`src/common/rv_pkg.sv`:
```
package rv_pkg;

	localparam int xlen = 32;

	typedef logic [4:0] reg_addr_t;
	typedef logic [xlen-1:0] word_t;

	typedef enum logic [2:0] {
		alu_add,
		alu_sub,
		alu_and,
		alu_or,
		alu_xor,
		alu_slt
	} alu_op_t;

	// major opcodes of the supported subset
	localparam logic [6:0] opc_op     = 7'b0110011;
	localparam logic [6:0] opc_op_imm = 7'b0010011;
	localparam logic [6:0] opc_load   = 7'b0000011;
	localparam logic [6:0] opc_store  = 7'b0100011;
	localparam logic [6:0] opc_branch = 7'b1100011;
	localparam logic [6:0] opc_jal    = 7'b1101111;

	// one instruction word, two field layouts
	// s, b and j immediates are pieced together from the r layout
	typedef union packed {
		struct packed {
			logic [6:0] funct7;
			reg_addr_t  rs2;
			reg_addr_t  rs1;
			logic [2:0] funct3;
			reg_addr_t  rd;
			logic [6:0] opcode;
		} r_view;
		struct packed {
			logic [11:0] imm;
			reg_addr_t   rs1;
			logic [2:0]  funct3;
			reg_addr_t   rd;
			logic [6:0]  opcode;
		} i_view;
	} rv_instr_t;

	// addi x0,x0,0
	localparam rv_instr_t nop_instr = 32'h0000_0013;

endpackage

```
`src/common/pipeline_if.sv`:
```
`timescale 1ns/1ps

interface forward_if;
	import rv_pkg::*;

	reg_addr_t mem_rd;
	logic      mem_regwrite;
	word_t     mem_result;
	reg_addr_t wb_rd;
	logic      wb_regwrite;
	word_t     wb_data;

	modport memory (output mem_rd, mem_regwrite, mem_result, wb_rd, wb_regwrite, wb_data);
	modport execute (input mem_rd, mem_regwrite, mem_result, wb_rd, wb_regwrite, wb_data);
	modport regfile (input wb_rd, wb_regwrite, wb_data);
endinterface

interface hazard_if;
	import rv_pkg::*;

	reg_addr_t id_rs1;
	reg_addr_t id_rs2;
	logic      ex_load;
	reg_addr_t ex_rd;
	logic      redirect;
	word_t     redirect_pc;
	logic      mem_busy;
	logic      stall_front;
	logic      bubble_ex;
	logic      flush_front;
	logic      stall_all;

	modport fetch (input redirect, redirect_pc, stall_front, flush_front, stall_all);
	modport decode (output id_rs1, id_rs2, input bubble_ex, flush_front, stall_all);
	modport execute (output ex_load, ex_rd, redirect, redirect_pc, input stall_all);
	modport memory (output mem_busy, input stall_all);
	modport control (input id_rs1, id_rs2, ex_load, ex_rd, redirect, mem_busy,
		output stall_front, bubble_ex, flush_front, stall_all);
endinterface

```
`src/fetch/fetch_unit.sv`:
```
`timescale 1ns/1ps

module fetch_unit #(
	parameter rv_pkg::word_t reset_pc = '0
) (
	input  logic              clock,
	input  logic              reset,
	input  rv_pkg::word_t     imem_data,
	output rv_pkg::word_t     imem_addr,
	hazard_if.fetch           hz,
	output rv_pkg::rv_instr_t if_instr,
	output rv_pkg::word_t     if_pc
);
	import rv_pkg::*;

	word_t     pc;
	rv_instr_t fetched;

	assign imem_addr = pc;
	assign fetched   = imem_data;

	// memory wait beats redirect, redirect beats the load-use hold
	always_ff @(posedge clock or negedge reset) begin
		if (!reset) begin
			pc <= reset_pc;
		end else if (!hz.stall_all) begin
			if (hz.redirect) begin
				pc <= hz.redirect_pc;
			end else if (!hz.stall_front) begin
				pc <= pc + 32'd4;
			end
		end
	end

	always_ff @(posedge clock or negedge reset) begin
		if (!reset) begin
			if_instr <= nop_instr;
		end else if (!hz.stall_all) begin
			if (hz.flush_front) begin
				if_instr <= nop_instr;
			end else if (!hz.stall_front) begin
				if_instr <= fetched;
			end
		end
	end

	always_ff @(posedge clock) begin
		if (!hz.stall_all && !hz.stall_front) begin
			if_pc <= pc;
		end
	end
endmodule

```
`src/decode/register_file.sv`:
```
`timescale 1ns/1ps

module register_file (
	input  logic              clock,
	input  logic              reset,
	input  rv_pkg::reg_addr_t rs1,
	input  rv_pkg::reg_addr_t rs2,
	forward_if.regfile        fw,
	output rv_pkg::word_t     rs1_val,
	output rv_pkg::word_t     rs2_val
);
	import rv_pkg::*;

	// x0 is not stored
	word_t regs [1:31];

	// writeback of this cycle is visible to decode at once
	function automatic word_t read_port(input reg_addr_t addr);
		if (addr == '0) begin
			return '0;
		end
		if (fw.wb_regwrite && fw.wb_rd == addr) begin
			return fw.wb_data;
		end
		return regs[addr];
	endfunction

	always_comb begin
		rs1_val = read_port(rs1);
		rs2_val = read_port(rs2);
	end

	always_ff @(posedge clock or negedge reset) begin
		if (!reset) begin
			for (int i = 1; i < 32; i++) begin
				regs[i] <= '0;
			end
		end else if (fw.wb_regwrite && fw.wb_rd != '0) begin
			regs[fw.wb_rd] <= fw.wb_data;
		end
	end
endmodule

```
`src/decode/decode_unit.sv`:
```
`timescale 1ns/1ps

module decode_unit (
	input  logic              clock,
	input  logic              reset,
	input  rv_pkg::rv_instr_t if_instr,
	input  rv_pkg::word_t     if_pc,
	forward_if.regfile        fw,
	hazard_if.decode          hz,
	output rv_pkg::word_t     ex_pc,
	output rv_pkg::word_t     ex_rs1_val,
	output rv_pkg::word_t     ex_rs2_val,
	output rv_pkg::word_t     ex_imm,
	output rv_pkg::reg_addr_t ex_rs1,
	output rv_pkg::reg_addr_t ex_rs2,
	output rv_pkg::reg_addr_t ex_rd,
	output rv_pkg::alu_op_t   ex_alu_op,
	output logic              ex_alu_imm,
	output logic              ex_load,
	output logic              ex_store,
	output logic              ex_branch,
	output logic              ex_jump,
	output logic              ex_regwrite
);
	import rv_pkg::*;

	rv_instr_t  instr;
	logic [6:0] opcode;
	word_t      rs1_val;
	word_t      rs2_val;
	word_t      imm;
	alu_op_t    alu_op;
	logic       alu_imm;
	logic       load;
	logic       store;
	logic       branch;
	logic       jump;
	logic       regwrite;
	logic       uses_rs1;
	logic       uses_rs2;

	register_file register_file_i (
		.clock   (clock),
		.reset   (reset),
		.rs1     (if_instr.r_view.rs1),
		.rs2     (if_instr.r_view.rs2),
		.fw      (fw),
		.rs1_val (rs1_val),
		.rs2_val (rs2_val)
	);

	// source registers actually read, x0 where the field holds immediate bits
	assign uses_rs1 = (if_instr.r_view.opcode != opc_jal);
	assign uses_rs2 = (if_instr.r_view.opcode == opc_op) ||
		(if_instr.r_view.opcode == opc_store) || (if_instr.r_view.opcode == opc_branch);
	assign hz.id_rs1 = uses_rs1 ? if_instr.r_view.rs1 : '0;
	assign hz.id_rs2 = uses_rs2 ? if_instr.r_view.rs2 : '0;

	// a bubble is decoded as the nop
	assign instr  = (hz.bubble_ex || hz.flush_front) ? nop_instr : if_instr;
	assign opcode = instr.i_view.opcode;

	always_comb begin
		alu_op   = alu_add;
		alu_imm  = 1'b0;
		load     = 1'b0;
		store    = 1'b0;
		branch   = 1'b0;
		jump     = 1'b0;
		regwrite = 1'b0;
		imm      = {{20{instr.i_view.imm[11]}}, instr.i_view.imm};
		case (opcode)
			opc_op: begin
				regwrite = 1'b1;
				case (instr.r_view.funct3)
					3'b000: alu_op = instr.r_view.funct7[5] ? alu_sub : alu_add;
					3'b010: alu_op = alu_slt;
					3'b100: alu_op = alu_xor;
					3'b110: alu_op = alu_or;
					3'b111: alu_op = alu_and;
					default: alu_op = alu_add;
				endcase
			end
			opc_op_imm: begin
				alu_imm  = 1'b1;
				regwrite = 1'b1;
			end
			opc_load: begin
				alu_imm  = 1'b1;
				load     = 1'b1;
				regwrite = 1'b1;
			end
			opc_store: begin
				alu_imm = 1'b1;
				store   = 1'b1;
				imm     = {{20{instr.r_view.funct7[6]}}, instr.r_view.funct7, instr.r_view.rd};
			end
			opc_branch: begin
				// beq only
				branch = (instr.r_view.funct3 == 3'b000);
				imm    = {{20{instr.r_view.funct7[6]}}, instr.r_view.rd[0],
					instr.r_view.funct7[5:0], instr.r_view.rd[4:1], 1'b0};
			end
			opc_jal: begin
				jump     = 1'b1;
				regwrite = 1'b1;
				imm      = {{12{instr.r_view.funct7[6]}}, instr.r_view.rs1, instr.r_view.funct3,
					instr.r_view.rs2[0], instr.r_view.funct7[5:0], instr.r_view.rs2[4:1], 1'b0};
			end
			default: begin
				regwrite = 1'b0;
			end
		endcase
		if (instr.r_view.rd == '0) begin
			regwrite = 1'b0;
		end
	end

	always_ff @(posedge clock or negedge reset) begin
		if (!reset) begin
			ex_alu_imm  <= 1'b0;
			ex_load     <= 1'b0;
			ex_store    <= 1'b0;
			ex_branch   <= 1'b0;
			ex_jump     <= 1'b0;
			ex_regwrite <= 1'b0;
		end else if (!hz.stall_all) begin
			ex_alu_imm  <= alu_imm;
			ex_load     <= load;
			ex_store    <= store;
			ex_branch   <= branch;
			ex_jump     <= jump;
			ex_regwrite <= regwrite;
		end
	end

	always_ff @(posedge clock) begin
		if (!hz.stall_all) begin
			ex_pc      <= if_pc;
			ex_rs1_val <= rs1_val;
			ex_rs2_val <= rs2_val;
			ex_imm     <= imm;
			ex_rs1     <= hz.id_rs1;
			ex_rs2     <= hz.id_rs2;
			ex_rd      <= instr.r_view.rd;
			ex_alu_op  <= alu_op;
		end
	end
endmodule

```
`src/execute/execute_unit.sv`:
```
`timescale 1ns/1ps

module execute_unit (
	input  logic              clock,
	input  logic              reset,
	input  rv_pkg::word_t     ex_pc,
	input  rv_pkg::word_t     ex_rs1_val,
	input  rv_pkg::word_t     ex_rs2_val,
	input  rv_pkg::word_t     ex_imm,
	input  rv_pkg::reg_addr_t ex_rs1,
	input  rv_pkg::reg_addr_t ex_rs2,
	input  rv_pkg::reg_addr_t ex_rd,
	input  rv_pkg::alu_op_t   ex_alu_op,
	input  logic              ex_alu_imm,
	input  logic              ex_load,
	input  logic              ex_store,
	input  logic              ex_branch,
	input  logic              ex_jump,
	input  logic              ex_regwrite,
	forward_if.execute        fw,
	hazard_if.execute         hz,
	output rv_pkg::word_t     mem_alu_out,
	output rv_pkg::word_t     mem_store_data,
	output rv_pkg::reg_addr_t mem_rd,
	output logic              mem_load,
	output logic              mem_store,
	output logic              mem_regwrite
);
	import rv_pkg::*;

	word_t op_a;
	word_t rs2_fwd;
	word_t op_b;
	word_t alu_out;
	word_t result;
	logic  taken;

	// the memory stage holds the younger result, so it is checked first
	function automatic word_t forward_operand(input reg_addr_t rs, input word_t reg_val);
		if (rs != '0 && fw.mem_regwrite && fw.mem_rd == rs) begin
			return fw.mem_result;
		end
		if (rs != '0 && fw.wb_regwrite && fw.wb_rd == rs) begin
			return fw.wb_data;
		end
		return reg_val;
	endfunction

	always_comb begin
		op_a    = forward_operand(ex_rs1, ex_rs1_val);
		rs2_fwd = forward_operand(ex_rs2, ex_rs2_val);
	end

	assign op_b = ex_alu_imm ? ex_imm : rs2_fwd;

	always_comb begin
		case (ex_alu_op)
			alu_sub: alu_out = op_a - op_b;
			alu_and: alu_out = op_a & op_b;
			alu_or:  alu_out = op_a | op_b;
			alu_xor: alu_out = op_a ^ op_b;
			alu_slt: alu_out = word_t'($signed(op_a) < $signed(op_b));
			default: alu_out = op_a + op_b;
		endcase
	end

	// jal links the return address
	assign result = ex_jump ? ex_pc + 32'd4 : alu_out;
	assign taken  = ex_branch && (op_a == rs2_fwd);

	assign hz.redirect    = taken || ex_jump;
	assign hz.redirect_pc = ex_pc + ex_imm;
	assign hz.ex_load     = ex_load;
	assign hz.ex_rd       = ex_rd;

	always_ff @(posedge clock or negedge reset) begin
		if (!reset) begin
			mem_load     <= 1'b0;
			mem_store    <= 1'b0;
			mem_regwrite <= 1'b0;
		end else if (!hz.stall_all) begin
			mem_load     <= ex_load;
			mem_store    <= ex_store;
			mem_regwrite <= ex_regwrite;
		end
	end

	always_ff @(posedge clock) begin
		if (!hz.stall_all) begin
			mem_alu_out    <= result;
			mem_store_data <= rs2_fwd;
			mem_rd         <= ex_rd;
		end
	end

	// the slot after a redirect is the flushed bubble
	assert property (@(posedge clock) disable iff (!reset)
		hz.redirect && !hz.stall_all |=> !hz.redirect);
endmodule

```
`src/source/memory_stage.sv`:
```
`timescale 1ns/1ps

module memory_stage (
	input  logic              clock,
	input  logic              reset,
	input  rv_pkg::word_t     mem_alu_out,
	input  rv_pkg::word_t     mem_store_data,
	input  rv_pkg::reg_addr_t mem_rd,
	input  logic              mem_load,
	input  logic              mem_store,
	input  logic              mem_regwrite,
	output logic              wb_cyc,
	output logic              wb_stb,
	output logic              wb_we,
	output rv_pkg::word_t     wb_adr,
	output rv_pkg::word_t     wb_dat_w,
	input  rv_pkg::word_t     wb_dat_r,
	input  logic              wb_ack,
	forward_if.memory         fw,
	hazard_if.memory          hz
);
	import rv_pkg::*;

	logic  access;
	logic  ack_q;
	logic  wb_load_q;
	word_t wb_alu_q;
	word_t wb_mem_q;

	assign access = mem_load || mem_store;

	// cyc and stb drop for one cycle after every ack
	assign wb_cyc   = access && !ack_q;
	assign wb_stb   = wb_cyc;
	assign wb_we    = mem_store && wb_cyc;
	assign wb_adr   = mem_alu_out;
	assign wb_dat_w = mem_store_data;

	assign hz.mem_busy = access && !(wb_stb && wb_ack);

	always_ff @(posedge clock or negedge reset) begin
		if (!reset) begin
			ack_q <= 1'b0;
		end else begin
			ack_q <= wb_stb && wb_ack;
		end
	end

	assign fw.mem_rd       = mem_rd;
	assign fw.mem_regwrite = mem_regwrite;
	assign fw.mem_result   = mem_alu_out;

	always_ff @(posedge clock or negedge reset) begin
		if (!reset) begin
			fw.wb_regwrite <= 1'b0;
			wb_load_q      <= 1'b0;
		end else if (!hz.stall_all) begin
			fw.wb_regwrite <= mem_regwrite;
			wb_load_q      <= mem_load;
		end
	end

	always_ff @(posedge clock) begin
		if (!hz.stall_all) begin
			fw.wb_rd <= mem_rd;
			wb_alu_q <= mem_alu_out;
			wb_mem_q <= wb_dat_r;
		end
	end

	// writeback select
	assign fw.wb_data = wb_load_q ? wb_mem_q : wb_alu_q;

	// request held unchanged until the slave answers
	assert property (@(posedge clock) disable iff (!reset)
		wb_stb && !wb_ack |=> wb_stb && $stable(wb_adr) && $stable(wb_we) && $stable(wb_dat_w));
endmodule

```
`src/source/hazard_unit.sv`:
```
`timescale 1ns/1ps

module hazard_unit (
	input logic       clock,
	input logic       reset,
	hazard_if.control hz
);
	logic load_use;
	logic flush_q;

	assign load_use = hz.ex_load && hz.ex_rd != '0 &&
		(hz.ex_rd == hz.id_rs1 || hz.ex_rd == hz.id_rs2);

	assign hz.stall_all   = hz.mem_busy;
	assign hz.flush_front = hz.redirect;
	assign hz.stall_front = load_use && !hz.redirect;
	// the record keeps the slot of the second younger instruction empty
	assign hz.bubble_ex   = hz.stall_front || flush_q;

	always_ff @(posedge clock or negedge reset) begin
		if (!reset) begin
			flush_q <= 1'b0;
		end else if (!hz.stall_all) begin
			flush_q <= hz.flush_front;
		end
	end

	// a load never redirects, so both cannot come from the EX slot
	assert property (@(posedge clock) disable iff (!reset) !(load_use && hz.redirect));
endmodule

```
`src/source/cpu_top.sv`:
```
`timescale 1ns/1ps

module cpu_top #(
	parameter rv_pkg::word_t reset_pc = '0
) (
	input  logic          clock,
	input  logic          reset,
	output rv_pkg::word_t imem_addr,
	input  rv_pkg::word_t imem_data,
	output logic          wb_cyc,
	output logic          wb_stb,
	output logic          wb_we,
	output rv_pkg::word_t wb_adr,
	output rv_pkg::word_t wb_dat_w,
	input  rv_pkg::word_t wb_dat_r,
	input  logic          wb_ack
);
	import rv_pkg::*;

	rv_instr_t if_instr;
	word_t     if_pc;
	word_t     ex_pc;
	word_t     ex_rs1_val;
	word_t     ex_rs2_val;
	word_t     ex_imm;
	reg_addr_t ex_rs1;
	reg_addr_t ex_rs2;
	reg_addr_t ex_rd;
	alu_op_t   ex_alu_op;
	logic      ex_alu_imm;
	logic      ex_load;
	logic      ex_store;
	logic      ex_branch;
	logic      ex_jump;
	logic      ex_regwrite;
	word_t     mem_alu_out;
	word_t     mem_store_data;
	reg_addr_t mem_rd;
	logic      mem_load;
	logic      mem_store;
	logic      mem_regwrite;

	forward_if fw ();
	hazard_if  hz ();

	fetch_unit #(
		.reset_pc (reset_pc)
	) fetch_unit_i (
		.clock, .reset, .imem_data, .imem_addr, .hz (hz.fetch), .if_instr, .if_pc
	);

	decode_unit decode_unit_i (
		.clock, .reset, .if_instr, .if_pc, .fw (fw.regfile), .hz (hz.decode),
		.ex_pc, .ex_rs1_val, .ex_rs2_val, .ex_imm, .ex_rs1, .ex_rs2, .ex_rd, .ex_alu_op,
		.ex_alu_imm, .ex_load, .ex_store, .ex_branch, .ex_jump, .ex_regwrite
	);

	execute_unit execute_unit_i (
		.clock, .reset, .ex_pc, .ex_rs1_val, .ex_rs2_val, .ex_imm, .ex_rs1, .ex_rs2, .ex_rd,
		.ex_alu_op, .ex_alu_imm, .ex_load, .ex_store, .ex_branch, .ex_jump, .ex_regwrite,
		.fw (fw.execute), .hz (hz.execute),
		.mem_alu_out, .mem_store_data, .mem_rd, .mem_load, .mem_store, .mem_regwrite
	);

	memory_stage memory_stage_i (
		.clock, .reset, .mem_alu_out, .mem_store_data, .mem_rd, .mem_load, .mem_store,
		.mem_regwrite, .wb_cyc, .wb_stb, .wb_we, .wb_adr, .wb_dat_w, .wb_dat_r, .wb_ack,
		.fw (fw.memory), .hz (hz.memory)
	);

	hazard_unit hazard_unit_i (
		.clock, .reset, .hz (hz.control)
	);
endmodule

```
`config.mk`:
```
export PLATFORM = sky130hd
export DESIGN_NAME = cpu_top
export DESIGN_NICKNAME = d
export VERILOG_FILES = /design/src/common/rv_pkg.sv /design/src/common/pipeline_if.sv /design/src/fetch/fetch_unit.sv /design/src/decode/register_file.sv /design/src/decode/decode_unit.sv /design/src/execute/execute_unit.sv /design/src/source/memory_stage.sv /design/src/source/hazard_unit.sv /design/src/source/cpu_top.sv
export SDC_FILE = /design/constraint.sdc
export NUM_CORES = 2
export LEC_CHECK = 0
export BUFFER_PORTS_ARGS = -buffer_cell sky130_fd_sc_hd__buf_2
export CAP_MARGIN = 20
export CORE_ASPECT_RATIO = 0.8
export CORE_MARGIN = 2
export CORE_UTILIZATION = 30
export CTS_CLUSTER_SIZE = 8
export DETAILED_ROUTE_END_ITERATION = 8
export HOLD_SLACK_MARGIN = 0.12
export MAX_ROUTING_LAYER = met4
export PLACE_DENSITY_LB_ADDON = 0.25
export SETUP_SLACK_MARGIN = 0.05
export SLEW_MARGIN = 40
export SYNTH_ARGS = -nofsm -noshare
export SYNTH_HDL_FRONTEND = slang
export SYNTH_SLANG_ARGS = --single-unit
```
`constraint.sdc`:
```
create_clock -name clock -period 13.5 [get_ports clock]
set_input_delay 1.35 -clock clock [delete_from_list [all_inputs] [get_ports clock]]
set_output_delay 1.35 -clock clock [all_outputs]
set_load 0.02 [all_outputs]
```
* Word level (Yosys, flattened, before mapping)
Index checks and enable logic that the tools add are counted.
** Word-level totals
- Output and inout port bits :: 99
- Bits in registers :: 1374
- Logic and storage cells :: 209
** Operators by class
- Magnitude comparators :: 5
- Multiplexer cells :: 58
- Equality and inequality tests :: 29
- Add/sub/neg operators :: 5
- Reduce and logical (&&, ||, !) cells :: 44
- Bitwise operators :: 7
** Operators by type and width (number)
- bitwise mux 992 bit :: 1
- 2-to-1 mux 32 bit :: 29
- binary-select mux 32 bit (select 5 bit) :: 2
- demux 32 bit (select 5 bit) :: 1
- case mux 32 bit (5 select lines) :: 1
- adder 32 x 3 -> 32 bit, second input constant :: 2
- adder 32 bit :: 2
- case mux 20 bit (3 select lines) :: 1
- equality test 5 bit :: 8
- bitwise AND 32 bit :: 1
- equality test 32 bit :: 1
- less-than comparator 32 bit :: 1
- OR 32 bit :: 1
- subtractor 32 bit :: 1
- bitwise XOR 32 bit :: 1
- equality test 7 x 6 -> 1 bit, second input constant :: 4
- equality test 7 bit, second input constant :: 3
- logical AND 1 bit :: 21
- 2-to-1 mux 1 bit :: 20
- nonzero test 5 bit :: 4
- >= comparator 6 bit, second input constant :: 3
- inverter 5 -> 6 bit :: 3
- equality test 3 bit, second input constant :: 5
- zero test 5 bit :: 3
- 16 further kinds :: 29

* Logic depth before layout (Yosys ltp)
- Word-level depth :: 19
- Mapped depth :: 26
- Depth with buffers taken out :: 21

* Cells and area by module
A second synthesis with hierarchy kept.
** Unflattened totals
- Cell total of the unflattened synthesis :: 5990
- Area total of the unflattened synthesis :: 78517.8 um2
** By module, submodules not included
- register_file :: area an instance 53694.0 um2, instances 1, seq. area each 24823.8 um2, cells each 3563
- execute_unit :: area an instance 12039.0 um2, instances 1, seq. area each 2147.1 um2, cells each 1573
- decode_unit :: area an instance 4895.9 um2, instances 1, seq. area each 4204.0 um2, cells each 250
- fetch_unit :: area an instance 4156.5 um2, instances 1, seq. area each 2566.2 um2, cells each 359
- memory_stage :: area an instance 3517.1 um2, instances 1, seq. area each 2147.1 um2, cells each 220
- hazard_unit :: area an instance 215.2 um2, instances 1, seq. area each 25.0 um2, cells each 25

* Worst setup path before layout
Ideal clock, no wire load.
- Kind :: input port to flip-flop
- Start point :: input wb_ack
- End point :: register fetch_unit_i.pc[8] (netlist: fetch_unit_i.imem_addr[8])
- Buffers on the path :: 1
- Stages :: 6
- Setup slack :: 2.973 ns
- Arrival time :: 10.426 ns
- Cells stage by stage :: nand2_1 > inv_1 > nor2_1 > inv_1 > clkbuf_1 > o221a_2
** Between the ends
- Longest elaborated chain between the ends :: 5
** Ends and longest elaborated chain
- start: declaration :: line cpu_top.sv:16 : input logic wb_ack
- logical AND 1 bit :: line memory_stage.sv:39 : assign hz.mem_busy = access && !(wb_stb && wb_ack);
- zero test 1 bit :: line memory_stage.sv:39
- logical AND 1 bit :: line memory_stage.sv:39
- inverter 1 bit (no source line)
- AND reduction 2 bit (no source line)
- end signal: assignment :: line fetch_unit.sv:25 : pc <= reset_pc;
- end signal: assignment :: line fetch_unit.sv:28 : pc <= hz.redirect_pc;
- end signal: assignment :: line fetch_unit.sv:30 : pc <= pc + 32'd4;
- end: declaration :: line fetch_unit.sv:16 : word_t pc;
No other way between the ends.
A chain may end at the register's enable or synchronous reset.

* Worst setup path after layout
- Start point :: register memory_stage_i.fw.wb_rd[3]
- End point :: register execute_unit_i.mem_alu_out[30], data pin
** Between the ends
- Longest elaborated chain between the ends :: 10
- Elaborated cells between the ends (all ways) :: 22
- Classes of those cells :: add/sub (2); eq/ne (2); mux (13); bitwise (3); reduce/logical (2)
** Ends and longest elaborated chain
- start: declaration :: line pipeline_if.sv:13 : modport memory (output mem_rd, mem_regwrite, mem_result, wb_rd, wb_regwrite, wb_data);
- start signal: assignment :: line memory_stage.sv:65 : fw.wb_rd <= mem_rd;
- equality test 5 bit :: line execute_unit.sv:43 : if (rs != '0 && fw.wb_regwrite && fw.wb_rd == rs) begin
- logical AND 1 bit :: line execute_unit.sv:43
- 2-to-1 mux 1 bit (2 in series) :: line execute_unit.sv:43
- 2-to-1 mux 32 bit :: line execute_unit.sv:46 : return reg_val;
- 2-to-1 mux 32 bit :: line execute_unit.sv:43
- 2-to-1 mux 32 bit :: line execute_unit.sv:54 : assign op_b = ex_alu_imm ? ex_imm : rs2_fwd;
- adder 32 bit (tied with other cells) :: line execute_unit.sv:63 : default: alu_out = op_a + op_b;
- case mux 32 bit (5 select lines) * :: line execute_unit.sv:57 : case (ex_alu_op)
- 2-to-1 mux 32 bit * :: line execute_unit.sv:68 : assign result = ex_jump ? ex_pc + 32'd4 : alu_out;
- named net execute_unit_i.result[30] :: line execute_unit.sv:35 : word_t result;
- end signal: assignment :: line execute_unit.sv:90 : mem_alu_out <= result;
- end: declaration :: line execute_unit.sv:22 : output rv_pkg::word_t mem_alu_out,
The timed path passes the listed nets; every way through them passes the cells marked *. The select of a mux whose other input is x is not followed.

==> results_dict.tcl <==
set metrics [dict create \
    nNetsFinal 7120 \
    period_minus_slack_ns 6.820 \
    rsz0062_at_grt "false" \
    cts_setup_buffers 0 \
    max-cap-violations 0 \
    seq_area_frac_synth 0.4723 \
    fin_area_um2 87100 \
    post_cts.resized_instances 0 \
    crit_start "memory_stage_i.fw.wb_rd[3]" \
    p_leak_nw 35.68 \
    finalHoldViolCount 0 \
    portBuffers 165 \
    dr.pass1.iters 6 \
    htree_levels 4 \
    post-route-drc-count 0 \
    swShare 0.4266 \
    die_area_um2 257500 \
    ant_nets 0 \
    synth-seq-cells 1374 \
    cellPowerDensity_nw_per_um2 252.2 \
    slew_headroom 0.3509 \
    cts_tree "done" \
    synth-edff-count 305 \
    initial_utilization 0.3014 \
    peakVddDrop_mv 0.1798 \
    area_delta_synth_final_pct 14.54 \
    tns_ns 0 \
    fillers 25010 \
    avgSynthCellArea_um2 10.90 \
    cts.sinks 1374 \
    vias_per_cell 5.641 \
    place_area_um2 81450 \
    ios 166 \
    period_share 0.5052 \
    via_count 58300 \
    die_h_um 454.3 \
    totalWireLength_mm 281.8 \
    core_area_um2 252300 \
    synth_fp_nets 7177 \
    p_comb_frac 0.451 \
    ctsHoldBuffers 0 \
    rows 165 \
    startpoint_type "flop" \
    worstSetupPathType "reg2reg" \
    fin_skew_ns 0.05757 \
    drive_gt1_frac 0.1960 \
    finalNonFillerCells 10340 \
    syn_inst 6978 \
    hpwlAfterDp_mm 183.0 \
    drv_slew 0 \
    p_switching_mw 9.372 \
    path_max_fanout 26 \
    cp.required_ns 14.15 \
    tightest_slew_ns 0.9678 \
    clock.fmax_mhz 146.6 \
    setup_viol 0 \
    overflow 0 \
    grt_pass1_vias 56560 \
    cts.clk_slew.worst_paths_ns 0.06 \
    synth_top_flop_cell "dfrtp_1" \
    clock_path_buffers 4 \
    placedCellCount 10050 \
    synth.cell_area_um2 76040 \
    power_frac_seq 0.342 \
    timing.rr.start "memory_stage_i.fw.wb_rd[3]" \
    clockRootBuffer "clkbuf_16" \
    globalplace.congestion 0.9519 \
    grt_usage 0.2218 \
    cp.arrival_ns 7.47 \
    wl_per_cell_um 27.27 \
    synth_cell_types 96 \
    multi_input_area_um2 37900 \
    grt_antenna_before_repair 21 \
    ys_async_sr_fraction 0.7780 \
    grt_max_degree 152 \
    drt_iter0_markers 6694 \
    status "finished clean" \
    clkLatencyLatePin_ns 0.84 \
    grt_pass1_wl_mm 410.4 \
    endpoint_kind "flop" \
    fp.dieW_um 566.9 \
    internal-power_mw 12.60 \
    hp-class "in2async" \
    power.share.clock 0.207 \
    register_area_um2 35950 \
    cts_buffers 198 \
    yosys_warnings 0 \
]
## power groups by stage
| stage | logic [mW] | registers (mW) | clock network, mW |
|---|---|---|---|
| 2_1_floorplan | 6.81 | 6.81 | 0 |
| 3_5_place_dp | 9.77 | 7.54 | 0 |
| 6_report | 9.91 | 7.51 | 4.55 |
| 3_3_place_gp | 9.50 | 7.47 | 0 |
| 5_1_grt | 10.7 | 7.67 | 4.82 |
| 4_1_cts | 9.80 | 7.49 | 4.64 |
## kinds of logic (layout without fill, tap and decap cells)
kind of cell / Yosys count / in the layout / share of synthesized area
other: 0 / 11 / 0
AND/OR/NAND/NOR: 1821 / 1821 / 0.1011
XOR/XNOR: 131 / 131 / 0.01509
flip-flops: 1374 / 1374 / 0.4723
adder cells (fa/ha/maj): 132 / 132 / 0.02202
AO/OA/AOI/OAI: 1946 / 1946 / 0.1457
multiplexers: 831 / 831 / 0.2055
buffers and inverters: 743 / 749 / 0.03827
## cells in the mapped netlist, types with 22 or more instances
master | instances | area (µm²)
xnor2_1 | 72 | 630.6
nand2_1 | 683 | 2564
nor2_1 | 772 | 2898
o21a_1 | 25 | 187.7
a21oi_1 | 882 | 4414
inv_1 | 123 | 461.7
o211ai_1 | 23 | 172.7
clkbuf_1 | 497 | 1866
a211oi_1 | 25 | 187.7
o21ai_1 | 22 | 110.1
o22ai_1 | 27 | 168.9
mux2_2 | 78 | 878.3
mux2i_1 | 175 | 1752
buf_1 | 79 | 296.5
edfxtp_1 | 305 | 9159
xor2_1 | 59 | 516.8
nand3_1 | 108 | 540.5
a21o_1 | 32 | 240.2
o21ai_0 | 633 | 3168
and3_1 | 64 | 400.4
mux4_2 | 576 | 12970
nor3_1 | 37 | 185.2
a22o_1 | 30 | 262.8
ha_1 | 129 | 1614
dfrtp_1 | 1066 | 26680
o31ai_1 | 33 | 247.7
buf_2 | 28 | 140.1
## path summary, 6_finish.rpt
check	slack, ns	end	cells after the start
worst min register to register	0.41	decode_unit_i.ex_pc[1]	0
max in group asynchronous	10.11	decode_unit_i.register_file_i.regs[117]	7
worst min-delay path	0.36	fetch_unit_i.if_instr[7]	1
worst max-delay path	6.68	execute_unit_i.mem_alu_out[30]	20
worst max register to register	6.68	execute_unit_i.mem_alu_out[30]	20
min in group clock	0.41	decode_unit_i.ex_pc[1]	0
## layout by cell type (no fill, tap or decap), drive strengths merged, types with 32 or more instances in the layout
cell type and instances:
a21oi 882, dfrtp 1066, mux2i 175, and3 64, xor2 59, inv 123
edfxtp 305, mux2 80, nand3 108, mux4 576, xnor2 72, a21o 32
nand2 683, o31ai 34, clkbuf 261, nor3 37, o21ai 658, ha 129
buf 360, nor2 772
## critical path, cell delays in order, from the launching register on
cell,delay [ns]
edfxtp_1,0.61
xor2_1,0.27
nor4_4,0.32
buf_4,0.37
buf_4,0.37
and2_4,0.39
o21ai_0,0.24
o21ai_0,0.52
inv_1,0.17
fa_1,0.45
nor2b_1,0.17
o21ai_0,0.13
a21oi_1,0.37
a2bb2oi_1,0.54
a211o_1,0.32
a21oi_1,0.20
nor3b_1,0.35
o31ai_1,0.17
a21oi_1,0.26
o22ai_1,0.12
a311oi_1,0.29
## stage by stage
stage / hold WS [ns] / power [mW] / setup WS (ns) / util
after floorplan: 0.4003 / 13.62 / 2.973 / -
after CTS: 0.4123 / 21.92 / 6.827 / 0.3442
after global placement: 0.4027 / 16.96 / 6.469 / 0.3187
after detailed placement: 0.4045 / 17.31 / 6.823 / 0.3228
after global routing: 0.3444 / 23.16 / 6.221 / 0.3452
final: 0.3647 / 21.97 / 6.680 / 0.3452
## state kept, by name, summed over array words and instances, names as in the netlist, 21 cells and up
signal and flops:
decode_unit_i.register_file_i.regs 992, memory_stage_i.wb_alu_q 32, decode_unit_i.ex_rs1_val 32, decode_unit_i.ex_imm 21
execute_unit_i.mem_alu_out 32, fetch_unit_i.if_pc 32, fetch_unit_i.if_instr 32, decode_unit_i.ex_rs2_val 32
execute_unit_i.mem_store_data 32, memory_stage_i.wb_mem_q 32, decode_unit_i.ex_pc 32, fetch_unit_i.imem_addr 32
## area by class of cell
cell class | count | area share
clock inverters | 2 | 0.0005315
well taps | 3340 | 0.04798
inverters | 126 | 0.005574
multi-input cells | 4861 | 0.4351
diodes | 11 | 0.0003160
clock buffers | 261 | 0.06128
flip-flops and latches | 1374 | 0.4128
repair buffers | 360 | 0.03643
## metal layers
layer  routed length (µm)  global-route usage
met5                    0                   -
met3                21210             0.03738
met1               131400              0.3240
met4                 8480             0.06448
met2               120700              0.3135
Power figures use the tool's default switching activity.
